`config.mk`:
```
export PLATFORM = sky130hd
export DESIGN_NAME = intra_recon_top
export DESIGN_NICKNAME = d
export VERILOG_FILES = /design/src/intra_pkg.sv /design/src/intra_pred_4x4.sv /design/src/intra_recon_top.sv /design/src/pred_queue.sv /design/src/recon_clip.sv
export SDC_FILE = /design/constraint.sdc
export NUM_CORES = 2
export LEC_CHECK = 0
export ABC_AREA = 1
export ABC_CLOCK_PERIOD_IN_PS = 6100
export BUFFER_PORTS_ARGS = -buffer_cell sky130_fd_sc_hd__buf_2
export CAP_MARGIN = 20
export CORE_ASPECT_RATIO = 0.9
export CORE_MARGIN = 2
export CORE_UTILIZATION = 40
export CTS_CLUSTER_SIZE = 14
export DETAILED_ROUTE_END_ITERATION = 10
export GPL_TIMING_DRIVEN = 0
export SLEW_MARGIN = 0
export SYNTH_ARGS = -nofsm -noshare
export SYNTH_HDL_FRONTEND = slang
export SYNTH_SLANG_ARGS = --single-unit
```
`constraint.sdc`:
```
create_clock -name clk -period 6.1 [get_ports clk]
set_input_delay 1.22 -clock clk [delete_from_list [all_inputs] [get_ports clk]]
set_output_delay 1.22 -clock clk [all_outputs]
set_load 0.05 [all_outputs]
```
`src/intra_pkg.sv`:
```
package intra_pkg;

    localparam int QUEUE_DEPTH = 4;                         // predicted blocks held
    localparam int QUEUE_PTR_W = $clog2(QUEUE_DEPTH);
    localparam int QUEUE_CNT_W = $clog2(QUEUE_DEPTH + 1);

    typedef logic [QUEUE_PTR_W-1:0] qptr_t;
    typedef logic [QUEUE_CNT_W-1:0] qcnt_t;

    typedef logic [7:0] pixel_t;

    // top row a..h (h top-right), left column i..l, corner m
    typedef struct packed {
        pixel_t a;
        pixel_t b;
        pixel_t c;
        pixel_t d;
        pixel_t e;
        pixel_t f;
        pixel_t g;
        pixel_t h;
        pixel_t i;
        pixel_t j;
        pixel_t k;
        pixel_t l;
        pixel_t m;
    } nbr_t;

    typedef enum logic [3:0] {
        MODE_VERTICAL        = 4'd0,
        MODE_HORIZONTAL      = 4'd1,
        MODE_DC              = 4'd2,
        MODE_DIAG_DOWN_LEFT  = 4'd3,
        MODE_DIAG_DOWN_RIGHT = 4'd4,
        MODE_VERT_RIGHT      = 4'd5,
        MODE_HORZ_DOWN       = 4'd6,
        MODE_VERT_LEFT       = 4'd7,
        MODE_HORZ_UP         = 4'd8   // 9..15 illegal
    } intra_mode_e;

    typedef struct packed {
        intra_mode_e mode;
        nbr_t        nbr;
    } pred_req_t;

    // raster order, index = row*4 + column
    typedef pixel_t [15:0] blk_t;

    typedef logic signed [8:0] res_sample_t;
    typedef res_sample_t [15:0] residue_t;

endpackage

```
`src/intra_pred_4x4.sv`:
```
module intra_pred_4x4 (
    input  logic                 clk,
    input  logic                 rst_n,
    input  logic                 req_strobe,
    input  intra_pkg::pred_req_t req,
    output logic                 pred_valid,
    output intra_pkg::blk_t      pred
);

    // neighbours laid out along the edge, l l k j i m a b c d e f g h h
    // nb[5] is the corner, left[s] = nb[4 - s], top[t] = nb[6 + t]
    intra_pkg::pixel_t nb [15];
    intra_pkg::blk_t   pred_next;
    logic [10:0]       dc_sum;
    intra_pkg::pixel_t dc_val;

    function automatic intra_pkg::pixel_t avg2(intra_pkg::pixel_t p, intra_pkg::pixel_t q);
        logic [8:0] s;
        s = {1'b0, p} + {1'b0, q} + 9'd1;
        return s[8:1];
    endfunction

    function automatic intra_pkg::pixel_t avg3(intra_pkg::pixel_t p, intra_pkg::pixel_t q,
                                               intra_pkg::pixel_t r);
        logic [9:0] s;
        s = {2'b00, p} + {1'b0, q, 1'b0} + {2'b00, r} + 10'd2;
        return s[9:2];
    endfunction

    always_comb begin
        nb[0]  = req.nbr.l;   // repeat of l for horizontal-up
        nb[1]  = req.nbr.l;
        nb[2]  = req.nbr.k;
        nb[3]  = req.nbr.j;
        nb[4]  = req.nbr.i;
        nb[5]  = req.nbr.m;
        nb[6]  = req.nbr.a;
        nb[7]  = req.nbr.b;
        nb[8]  = req.nbr.c;
        nb[9]  = req.nbr.d;
        nb[10] = req.nbr.e;
        nb[11] = req.nbr.f;
        nb[12] = req.nbr.g;
        nb[13] = req.nbr.h;
        nb[14] = req.nbr.h;   // repeat of h for diagonal down-left
    end

    assign dc_sum = 11'(req.nbr.a) + 11'(req.nbr.b) + 11'(req.nbr.c) + 11'(req.nbr.d)
                  + 11'(req.nbr.i) + 11'(req.nbr.j) + 11'(req.nbr.k) + 11'(req.nbr.l)
                  + 11'd4;
    assign dc_val = dc_sum[10:3];

    always_comb begin
        int z;
        int h;
        z = 0;
        h = 0;
        for (int y = 0; y < 4; y++) begin
            for (int x = 0; x < 4; x++) begin
                case (req.mode)
                    intra_pkg::MODE_VERTICAL: begin
                        pred_next[y*4 + x] = nb[6 + x];
                    end
                    intra_pkg::MODE_HORIZONTAL: begin
                        pred_next[y*4 + x] = nb[4 - y];
                    end
                    intra_pkg::MODE_DIAG_DOWN_LEFT: begin
                        pred_next[y*4 + x] = avg3(nb[6 + x + y], nb[7 + x + y], nb[8 + x + y]);
                    end
                    intra_pkg::MODE_DIAG_DOWN_RIGHT: begin
                        h = 5 + x - y;   // centre tap on the edge
                        pred_next[y*4 + x] = avg3(nb[h - 1], nb[h], nb[h + 1]);
                    end
                    intra_pkg::MODE_VERT_RIGHT: begin
                        z = 2*x - y;
                        h = y >> 1;
                        if (z < -1)
                            pred_next[y*4 + x] = avg3(nb[5 - y], nb[6 - y], nb[7 - y]);
                        else if (z[0])
                            pred_next[y*4 + x] = avg3(nb[4 + x - h], nb[5 + x - h],
                                                      nb[6 + x - h]);
                        else
                            pred_next[y*4 + x] = avg2(nb[5 + x - h], nb[6 + x - h]);
                    end
                    intra_pkg::MODE_HORZ_DOWN: begin
                        z = 2*y - x;
                        h = y - (x >> 1);
                        if (z < -1)
                            pred_next[y*4 + x] = avg3(nb[5 + x], nb[4 + x], nb[3 + x]);
                        else if (z[0])
                            pred_next[y*4 + x] = avg3(nb[6 - h], nb[5 - h], nb[4 - h]);
                        else
                            pred_next[y*4 + x] = avg2(nb[5 - h], nb[4 - h]);
                    end
                    intra_pkg::MODE_VERT_LEFT: begin
                        h = x + (y >> 1);
                        if (y[0])
                            pred_next[y*4 + x] = avg3(nb[6 + h], nb[7 + h], nb[8 + h]);
                        else
                            pred_next[y*4 + x] = avg2(nb[6 + h], nb[7 + h]);
                    end
                    intra_pkg::MODE_HORZ_UP: begin
                        z = x + 2*y;
                        h = (z > 5) ? 2 : y + (x >> 1);   // clamped, unused past z = 5
                        if (z > 5)
                            pred_next[y*4 + x] = nb[0];
                        else if (z[0])
                            pred_next[y*4 + x] = avg3(nb[4 - h], nb[3 - h], nb[2 - h]);
                        else
                            pred_next[y*4 + x] = avg2(nb[4 - h], nb[3 - h]);
                    end
                    default: begin
                        pred_next[y*4 + x] = dc_val;   // DC, also for illegal modes
                    end
                endcase
            end
        end
    end

    always_ff @(posedge clk) begin
        if (!rst_n) begin
            pred_valid <= 1'b0;
        end else begin
            pred_valid <= req_strobe;
        end
    end

    always_ff @(posedge clk) begin
        if (req_strobe) begin
            pred <= pred_next;
        end
    end

    a_legal_mode: assert property (@(posedge clk) disable iff (!rst_n)
        req_strobe |-> req.mode <= intra_pkg::MODE_HORZ_UP)
        else $error("illegal intra mode %0d requested", req.mode);

endmodule

```
`src/intra_recon_top.sv`:
```
module intra_recon_top (
    input  logic                 clk,
    input  logic                 rst_n,
    input  logic                 req_strobe,
    input  intra_pkg::pred_req_t req,
    input  logic                 residue_strobe,
    input  intra_pkg::residue_t  residue,
    output logic                 recon_valid,
    output intra_pkg::blk_t      recon,
    output logic                 overflow_error,
    output logic                 order_error
);

    logic            pred_valid;
    intra_pkg::blk_t pred;
    intra_pkg::blk_t head;
    logic            head_taken;

    intra_pred_4x4 intra_pred_4x4_i (
        .clk        (clk),
        .rst_n      (rst_n),
        .req_strobe (req_strobe),
        .req        (req),
        .pred_valid (pred_valid),
        .pred       (pred)
    );

    pred_queue pred_queue_i (
        .clk            (clk),
        .rst_n          (rst_n),
        .pred_valid     (pred_valid),
        .pred           (pred),
        .residue_strobe (residue_strobe),   // residue data itself bypasses the queue
        .head           (head),
        .head_taken     (head_taken),
        .overflow_error (overflow_error),
        .order_error    (order_error)
    );

    recon_clip recon_clip_i (
        .clk         (clk),
        .rst_n       (rst_n),
        .head_taken  (head_taken),
        .head        (head),
        .residue     (residue),
        .recon_valid (recon_valid),
        .recon       (recon)
    );

endmodule

```
`src/pred_queue.sv`:
```
module pred_queue (
    input  logic            clk,
    input  logic            rst_n,
    input  logic            pred_valid,
    input  intra_pkg::blk_t pred,
    input  logic            residue_strobe,
    output intra_pkg::blk_t head,
    output logic            head_taken,
    output logic            overflow_error,
    output logic            order_error
);

    intra_pkg::blk_t  mem [intra_pkg::QUEUE_DEPTH];
    intra_pkg::qptr_t wr_ptr;
    intra_pkg::qptr_t rd_ptr;
    intra_pkg::qcnt_t count;
    logic             full;
    logic             empty;
    logic             push;
    logic             pop;

    function automatic intra_pkg::qptr_t ptr_inc(intra_pkg::qptr_t p);
        if (p == intra_pkg::qptr_t'(intra_pkg::QUEUE_DEPTH - 1)) begin
            return '0;
        end
        return p + 1'b1;
    endfunction

    assign full  = (count == intra_pkg::qcnt_t'(intra_pkg::QUEUE_DEPTH));
    assign empty = (count == '0);

    assign push = pred_valid && !full;
    assign pop  = residue_strobe && !empty;   // sees only blocks stored before this cycle

    assign head           = mem[rd_ptr];
    assign head_taken     = pop;
    assign overflow_error = pred_valid && full;   // block dropped
    assign order_error    = residue_strobe && empty;

    always_ff @(posedge clk) begin
        if (!rst_n) begin
            wr_ptr <= '0;
            rd_ptr <= '0;
            count  <= '0;
        end else begin
            if (push) begin
                wr_ptr <= ptr_inc(wr_ptr);
            end
            if (pop) begin
                rd_ptr <= ptr_inc(rd_ptr);
            end
            if (push && !pop) begin
                count <= count + 1'b1;
            end else if (pop && !push) begin
                count <= count - 1'b1;
            end
        end
    end

    always_ff @(posedge clk) begin
        if (push) begin
            mem[wr_ptr] <= pred;
        end
    end

    a_count_bound: assert property (@(posedge clk) disable iff (!rst_n)
        count <= intra_pkg::qcnt_t'(intra_pkg::QUEUE_DEPTH))
        else $error("queue count %0d above depth", count);

    a_pop_xor_error: assert property (@(posedge clk) disable iff (!rst_n)
        !(head_taken && order_error))
        else $error("pop and order error in the same cycle");

endmodule

```
`src/recon_clip.sv`:
```
module recon_clip (
    input  logic                clk,
    input  logic                rst_n,
    input  logic                head_taken,
    input  intra_pkg::blk_t     head,
    input  intra_pkg::residue_t residue,
    output logic                recon_valid,
    output intra_pkg::blk_t     recon
);

    intra_pkg::blk_t sum_blk;

    function automatic intra_pkg::pixel_t clip_add(intra_pkg::pixel_t p,
                                                   intra_pkg::res_sample_t r);
        logic signed [9:0] s;
        s = $signed({2'b00, p}) + $signed({r[8], r});   // -256..510
        if (s[9]) begin
            return '0;   // negative
        end
        if (s[8]) begin
            return '1;   // above 255
        end
        return s[7:0];
    endfunction

    always_comb begin
        for (int n = 0; n < 16; n++) begin
            sum_blk[n] = clip_add(head[n], residue[n]);
        end
    end

    always_ff @(posedge clk) begin
        if (!rst_n) begin
            recon_valid <= 1'b0;
        end else begin
            recon_valid <= head_taken;
        end
    end

    always_ff @(posedge clk) begin
        if (head_taken) begin
            recon <= sum_blk;
        end
    end

    // back-to-back output needs a pop on each of the two edges before
    a_valid_run: assert property (@(posedge clk) disable iff (!rst_n)
        recon_valid && $past(recon_valid) |-> $past(head_taken, 1) && $past(head_taken, 2))
        else $error("recon_valid held without a matching pop");

endmodule

```
### After elaboration in Yosys (flattened, before gate mapping)

Memory sizes are Yosys's and may differ from the RTL's. A register that Yosys moved wholly into a read port is not among the register bits.
Cells that the tools add are included.

* ROM bits: 0
* bits in latches: 0
* memories kept: 1
* input bits: 256
* logic and storage cells: 311
* RAM bits: 512
* register bits: 265

Memory list
* pred_queue_i.mem: words 4, bits a word 128, rd ports 1, clocked after Yosys merged registers in 1, write ports 1, RTL line pred_queue.sv:13 `intra_pkg::blk_t mem [intra_pkg::QUEUE_DEPTH];`

* add/sub/neg operators: 105
* mux-type cells: 144
* equality and inequality tests: 10
* magnitude comparators: 0
* multiply operators: 0
* divide/modulo/power cells: 0
* shift-type cells: 0
* reductions and logical operators: 14
* bitwise logic cells: 0

Operators with widths (number)
* $pmux 8 s8: 12
* $mux 8: 64
* $pmux 8 s7: 4
* $add 10x2->10 const B: 19
* $add 10x8->10: 19
* $add 8x9->10: 19
* $add 9x9->10: 16
* $add 8x8->9: 11
* $add 9x1->9 const B: 10
* $add 11x8->11: 6
* $mux 1: 56
* $eq 4x3->1 const B: 4
* $mux 2: 6
* $add 11x3->11 const B: 1
* $logic_and 1x1->1: 6
* $mux 3: 2
* $add 2x1->2 const B: 2
* $eq 2x2->1 const B: 2
* $eq 4x1->1 const B: 1
* $eq 4x2->1 const B: 1
* $eq 4x4->1 const B: 1
* $logic_not 1->1: 4
* $logic_not 4->1: 1
* $add 3x1->3 const B: 1
* 5 further kinds: 5

### Logic depth before layout (Yosys ltp)

* depth in word-level cells: 9
* gate-level depth with buffers: 26
* gate-level depth less buffers: 24

### Modules after synthesis

Synthesis repeated with hierarchy kept, for this count alone.

* cells, all modules: 6427
* area total of the unflattened synthesis: 54172.0 µm²

Modules (own cells, without submodules)
* intra_pred_4x4: area each 22285.1 µm², sequential area each 3863.7 µm², instances 1, cells an instance 3503
* pred_queue: area each 19836.5 µm², sequential area each 15554.9 µm², instances 1, cells an instance 1312
* recon_clip: area each 12050.3 µm², sequential area each 3863.7 µm², instances 1, cells an instance 1612

### Worst setup path after synthesis

No wires, ideal clock.

* kind: register to register
* from: reg pred_queue_i.count[0]
* to: mem pred_queue_i.mem[0][0] in the netlist's numbering, enable pin
* data required time: 5483 ps
* path slack: -511 ps
* setup time: 617 ps
* cell stages (with the launch flop): 5
* arrival: 5994 ps
* cell sequence: dfxtp_1 > inv_1 > nand3_1 > nand2_1 > nor2_1

* longest elaborated chain between the ends: 5

Ends and longest elaborated chain
* from (decl): RTL line pred_queue.sv:16 `intra_pkg::qcnt_t count;`
* from (signal assigned): RTL line pred_queue.sv:53 `count <= count + 1'b1;`
* from (signal assigned): RTL line pred_queue.sv:55 `count <= count - 1'b1;`
* $eq 3x3->1: RTL line pred_queue.sv:29 `assign full = (count == intra_pkg::qcnt_t'(intra_pkg::QUEUE_DEPTH));`
* $logic_not 1->1: RTL line pred_queue.sv:32 `assign push = pred_valid && !full;`
* $logic_and 1x1->1: RTL line pred_queue.sv:32
* $mux 1: RTL line pred_queue.sv:61 `if (push) begin`
* $mux 1 (not written as such): RTL line pred_queue.sv:62 `mem[wr_ptr] <= pred;`
* to (decl): RTL line pred_queue.sv:13

No other way between the ends.

==> flow_summary.yaml <==
run_status:
  status: "complete, no violations"
power_and_ir_drop:
  switchingPower_uw: 14800
  seqPwrFrac_pct: 29.4
  powerDensity_mw_per_mm2: 502
  power.internal_uw: 15300
  swShare_pct: 49.1
  comb_power_share_pct: 54.9
  vdd_drop_max_uv: 910
  leakage_uw: 0.0287
  clkPwrFrac_pct: 15.8
sta:
  worstMarginPinSlew_ns: 1.26
  fin_crit_ns: 6.05
  relSlewSlack_pct: 15.1
  rsz0062_at_grt: "false"
  fin_skew_ns: 0.0318
  slew_violations: 0
  setup_viol: 0
  fmax_mhz: 165
  hold_viol: 0
  finalCritPeriodShare_pct: 99.2
yosys:
  synth_seq_cells: 779
  syn-cell-area_mm2: 0.0524
  ys_warn_count: 0
  synth-edff-count: 768
  synth.avg_cell_area_um2: 8.42
  yosysTopAreaCell: "edfxtp_1"
  async_flop_share_pct: 0
  syn_nets: 6968
  yosysUniqueCellTypes: 41
  synthTopCellsByArea: "edfxtp_1 (44%), nand2_1 (12%), ha_1 (8.4%)"
  seq_area_frac_synth_pct: 44.5
  yosys.area.top_type_share_pct: 44.1
  postSynthCellCount: 6218
  ys.flop_type: "edfxtp_1"
place:
  dpl_cell_area_mm2: 0.0571
  io_buffer_count: 386
  gp_congestion: 1.10
  dp_hpwl_um: 187000
  dpl.cell_count: 8349
setup_path:
  worstPathArrival_ns: 6.22
  critPathCaptureType: "flip-flop"
  crit_fanout: 9
  worst_setup_path_start_kind: "input port"
  cp.required_ns: 6.27
  setup.worst_path.class: "in -> reg"
route:
  firstDrtPassIters: 7
  wl_per_cell_um: 26.9
  via_per_inst: 5.46
  drt_iter0_markers: 4333
  drc: 0
  num_vias: 46500
  wirelength_um: 230000
  ant_nets: 0
global_route:
  grt_pass1_vias: 43900
  antenna_found_initial: 22
  grt_overflow: 0
  grt_pass1_wl_um: 320000
  grt_max_degree: 79
  grt_use_total_pct: 33.8
floorplan:
  fp.dieW_um: 385
  dieArea_mm2: 0.134
  initial_core_util_pct: 40.4
  row_count: 125
  pin_count: 387
  die_h_um: 347
  core-area_mm2: 0.129
clock_tree:
  clk_latency_ns: 0.64
  cts_buffer_depth: 3
  clk_pin_slew_ns: 0.06
  hold_buffers: 0
  numCtsBuffers: 80
  cts_tree: "built"
  root_buffer: "clkbuf_16"
  h-tree-depth: 3
  cts.sink_count: 779
cells_and_area:
  syn_to_final_growth_pct: 14.7
  drive_gt1_share_pct: 10.3
  register_area_mm2: 0.0233
  utilization_pct: 46.4
  stdcell_area_mm2: 0.0601
  fin_nets: 7476
  fillers: 12800
  layout.cells.non_filler: 8518
  multi_input_area_mm2: 0.0254
hold_path:
  hp-class: "reg -> reg"
job:
  drv_cap: 0
[layer usage]
metal	vias to the layer above	global-route usage, %	part of all wire (%)
li1	21700	-	-
met1	22500	46.0	43
met2	1906	53.0	45
met3	360	4.68	6.9
met4	10	16.0	5.4
met5	-	0	0.029
[final cells by class]
type | instances | share of cell area, %
buffer | 136 | 1.05
clock buffer | 96 | 3.50
inverter | 892 | 5.58
antenna | 16 | 0.0667
sequential | 779 | 38.8
timing repair buffer | 427 | 4.43
multi-input combinational | 4410 | 42.3
tap | 1714 | 3.57
clock inverter | 48 | 0.690
[final timing paths]
check	from	to	slack, ns	depth (start not counted)
max	req[90]	intra_pred_4x4_i.pred[85]	0.05	27
min reg2reg	intra_pred_4x4_i.pred[95]	pred_queue_i.mem[3][95]	0.47	0
min	intra_pred_4x4_i.pred[95]	pred_queue_i.mem[3][95]	0.47	0
max reg2reg	flip-flop	recon_clip_i.recon[56]	1.52	16
[cells in the mapped netlist (3+ instances only)]
master and number:
nand2_1 1628, inv_1 880, edfxtp_1 768, nor2_1 641, nand3_1 534, o21ai_0 369, ha_1 350, a21oi_1 248
fa_1 144, o22ai_1 116, xor2_1 77, clkbuf_1 70, nand3b_1 57, nand4_1 52, xnor2_1 51, buf_2 50
nor3_1 31, or2_2 19, a31oi_1 18, a32oi_1 16, inv_2 12, dfxtp_1 11, buf_1 9, o21bai_1 9
buf_4 7, nand3_2 7, nor3b_1 6, o21a_1 6, nand2_2 5, a211oi_1 4, a21o_1 4, and2_1 4
nor2_2 3, nor4_1 3
[worst max-delay path, cell delays in order]
cell and delay [ns]:
buf_4 0.20, ha_4 0.23, buf_6 0.14, nand2_1 0.05, nand2_1 0.07, inv_2 0.07
nand2_2 0.06, nand2_1 0.08, nand2_1 0.06, xor2_1 0.17, fa_1 0.50, inv_1 0.05
fa_1 0.47, inv_1 0.05, fa_1 0.50, inv_1 0.06, fa_1 0.56, inv_2 0.06
ha_4 0.29, inv_1 0.07, o21bai_1 0.21, nor2_1 0.08, nand2_1 0.07, nand2_1 0.08
nand3_4 0.16, buf_8 0.15, nand3b_1 0.48
[timing repair]
item / in CTS / in global routing
pin swaps: 4 / 8
hold endpoints to repair: 0 / 0
setup buffers: 7 / 3
setup endpoints to repair: 57 / 62
resized for setup: 39 / 40
[power by group through the flow]
stage / sequential [µW] / clock (µW) / combinational, µW
after CTS: 8860 / 4830 / 16100
after global placement: 9030 / 0 / 15500
after detailed placement: 8970 / 0 / 15600
final: 8860 / 4750 / 16500
after floorplan: 10100 / 0 / 8010
after global routing: 9000 / 5050 / 17800
[flip-flops by register name, summed over array words and instances, names as in the netlist, named ones only]
register and cells:
pred_queue_i.mem 512, intra_pred_4x4_i.pred 128, recon_clip_i.recon 128, pred_queue_i.count 3, pred_queue_i.rd_ptr 2, pred_queue_i.wr_ptr 2
intra_pred_4x4_i.pred_valid 1, recon_clip_i.recon_valid 1
[through the flow]
step | hold slack [ns] | power [µW] | TNS, ns | worst slack [ns]
3_3_place_gp | 0.475 | 24500 | -2691.79 | -5.30
4_1_cts | 0.471 | 29700 | 0 | 0.000451
2_1_floorplan | 0.458 | 18200 | -261.72 | -0.511
5_1_grt | 0.482 | 31800 | 0 | 0.00346
6_report | 0.470 | 30200 | 0 | 0.0500
3_5_place_dp | 0.484 | 24600 | -74.73 | -1.26
[cells by family (layout without fill, tap and decap cells)]
| group | after synthesis | in the layout | share of synthesized area (%) |
|---|---|---|---|
| compound gates | 798 | 798 | 8.22 |
| xor+xnor | 128 | 128 | 2.14 |
| fa+ha+maj | 494 | 494 | 13.9 |
| buf+inv | 1029 | 1599 | 7.56 |
| flops | 779 | 779 | 44.5 |
| other cells | 0 | 16 | 0 |
| simple gates | 2990 | 2990 | 23.7 |
[cells in the final DEF, fill, tap and decap left out, types with 16 or more instances in the layout]
master	n
clkbuf_16	81
o21ai_0	369
buf_4	28
diode_2	16
xnor2_1	51
buf_12	16
nand2_1	1623
or2_2	19
clkbuf_1	83
inv_1	877
a21oi_1	245
a31oi_1	17
buf_2	419
nand3_1	512
clkinv_2	17
o22ai_1	116
a32oi_1	16
edfxtp_1	768
nor3_1	31
nand4_1	52
xor2_1	77
ha_1	341
nor2_1	637
nand3b_1	57
fa_1	143
nand3_2	23
(Power assumes the default switching activity.)
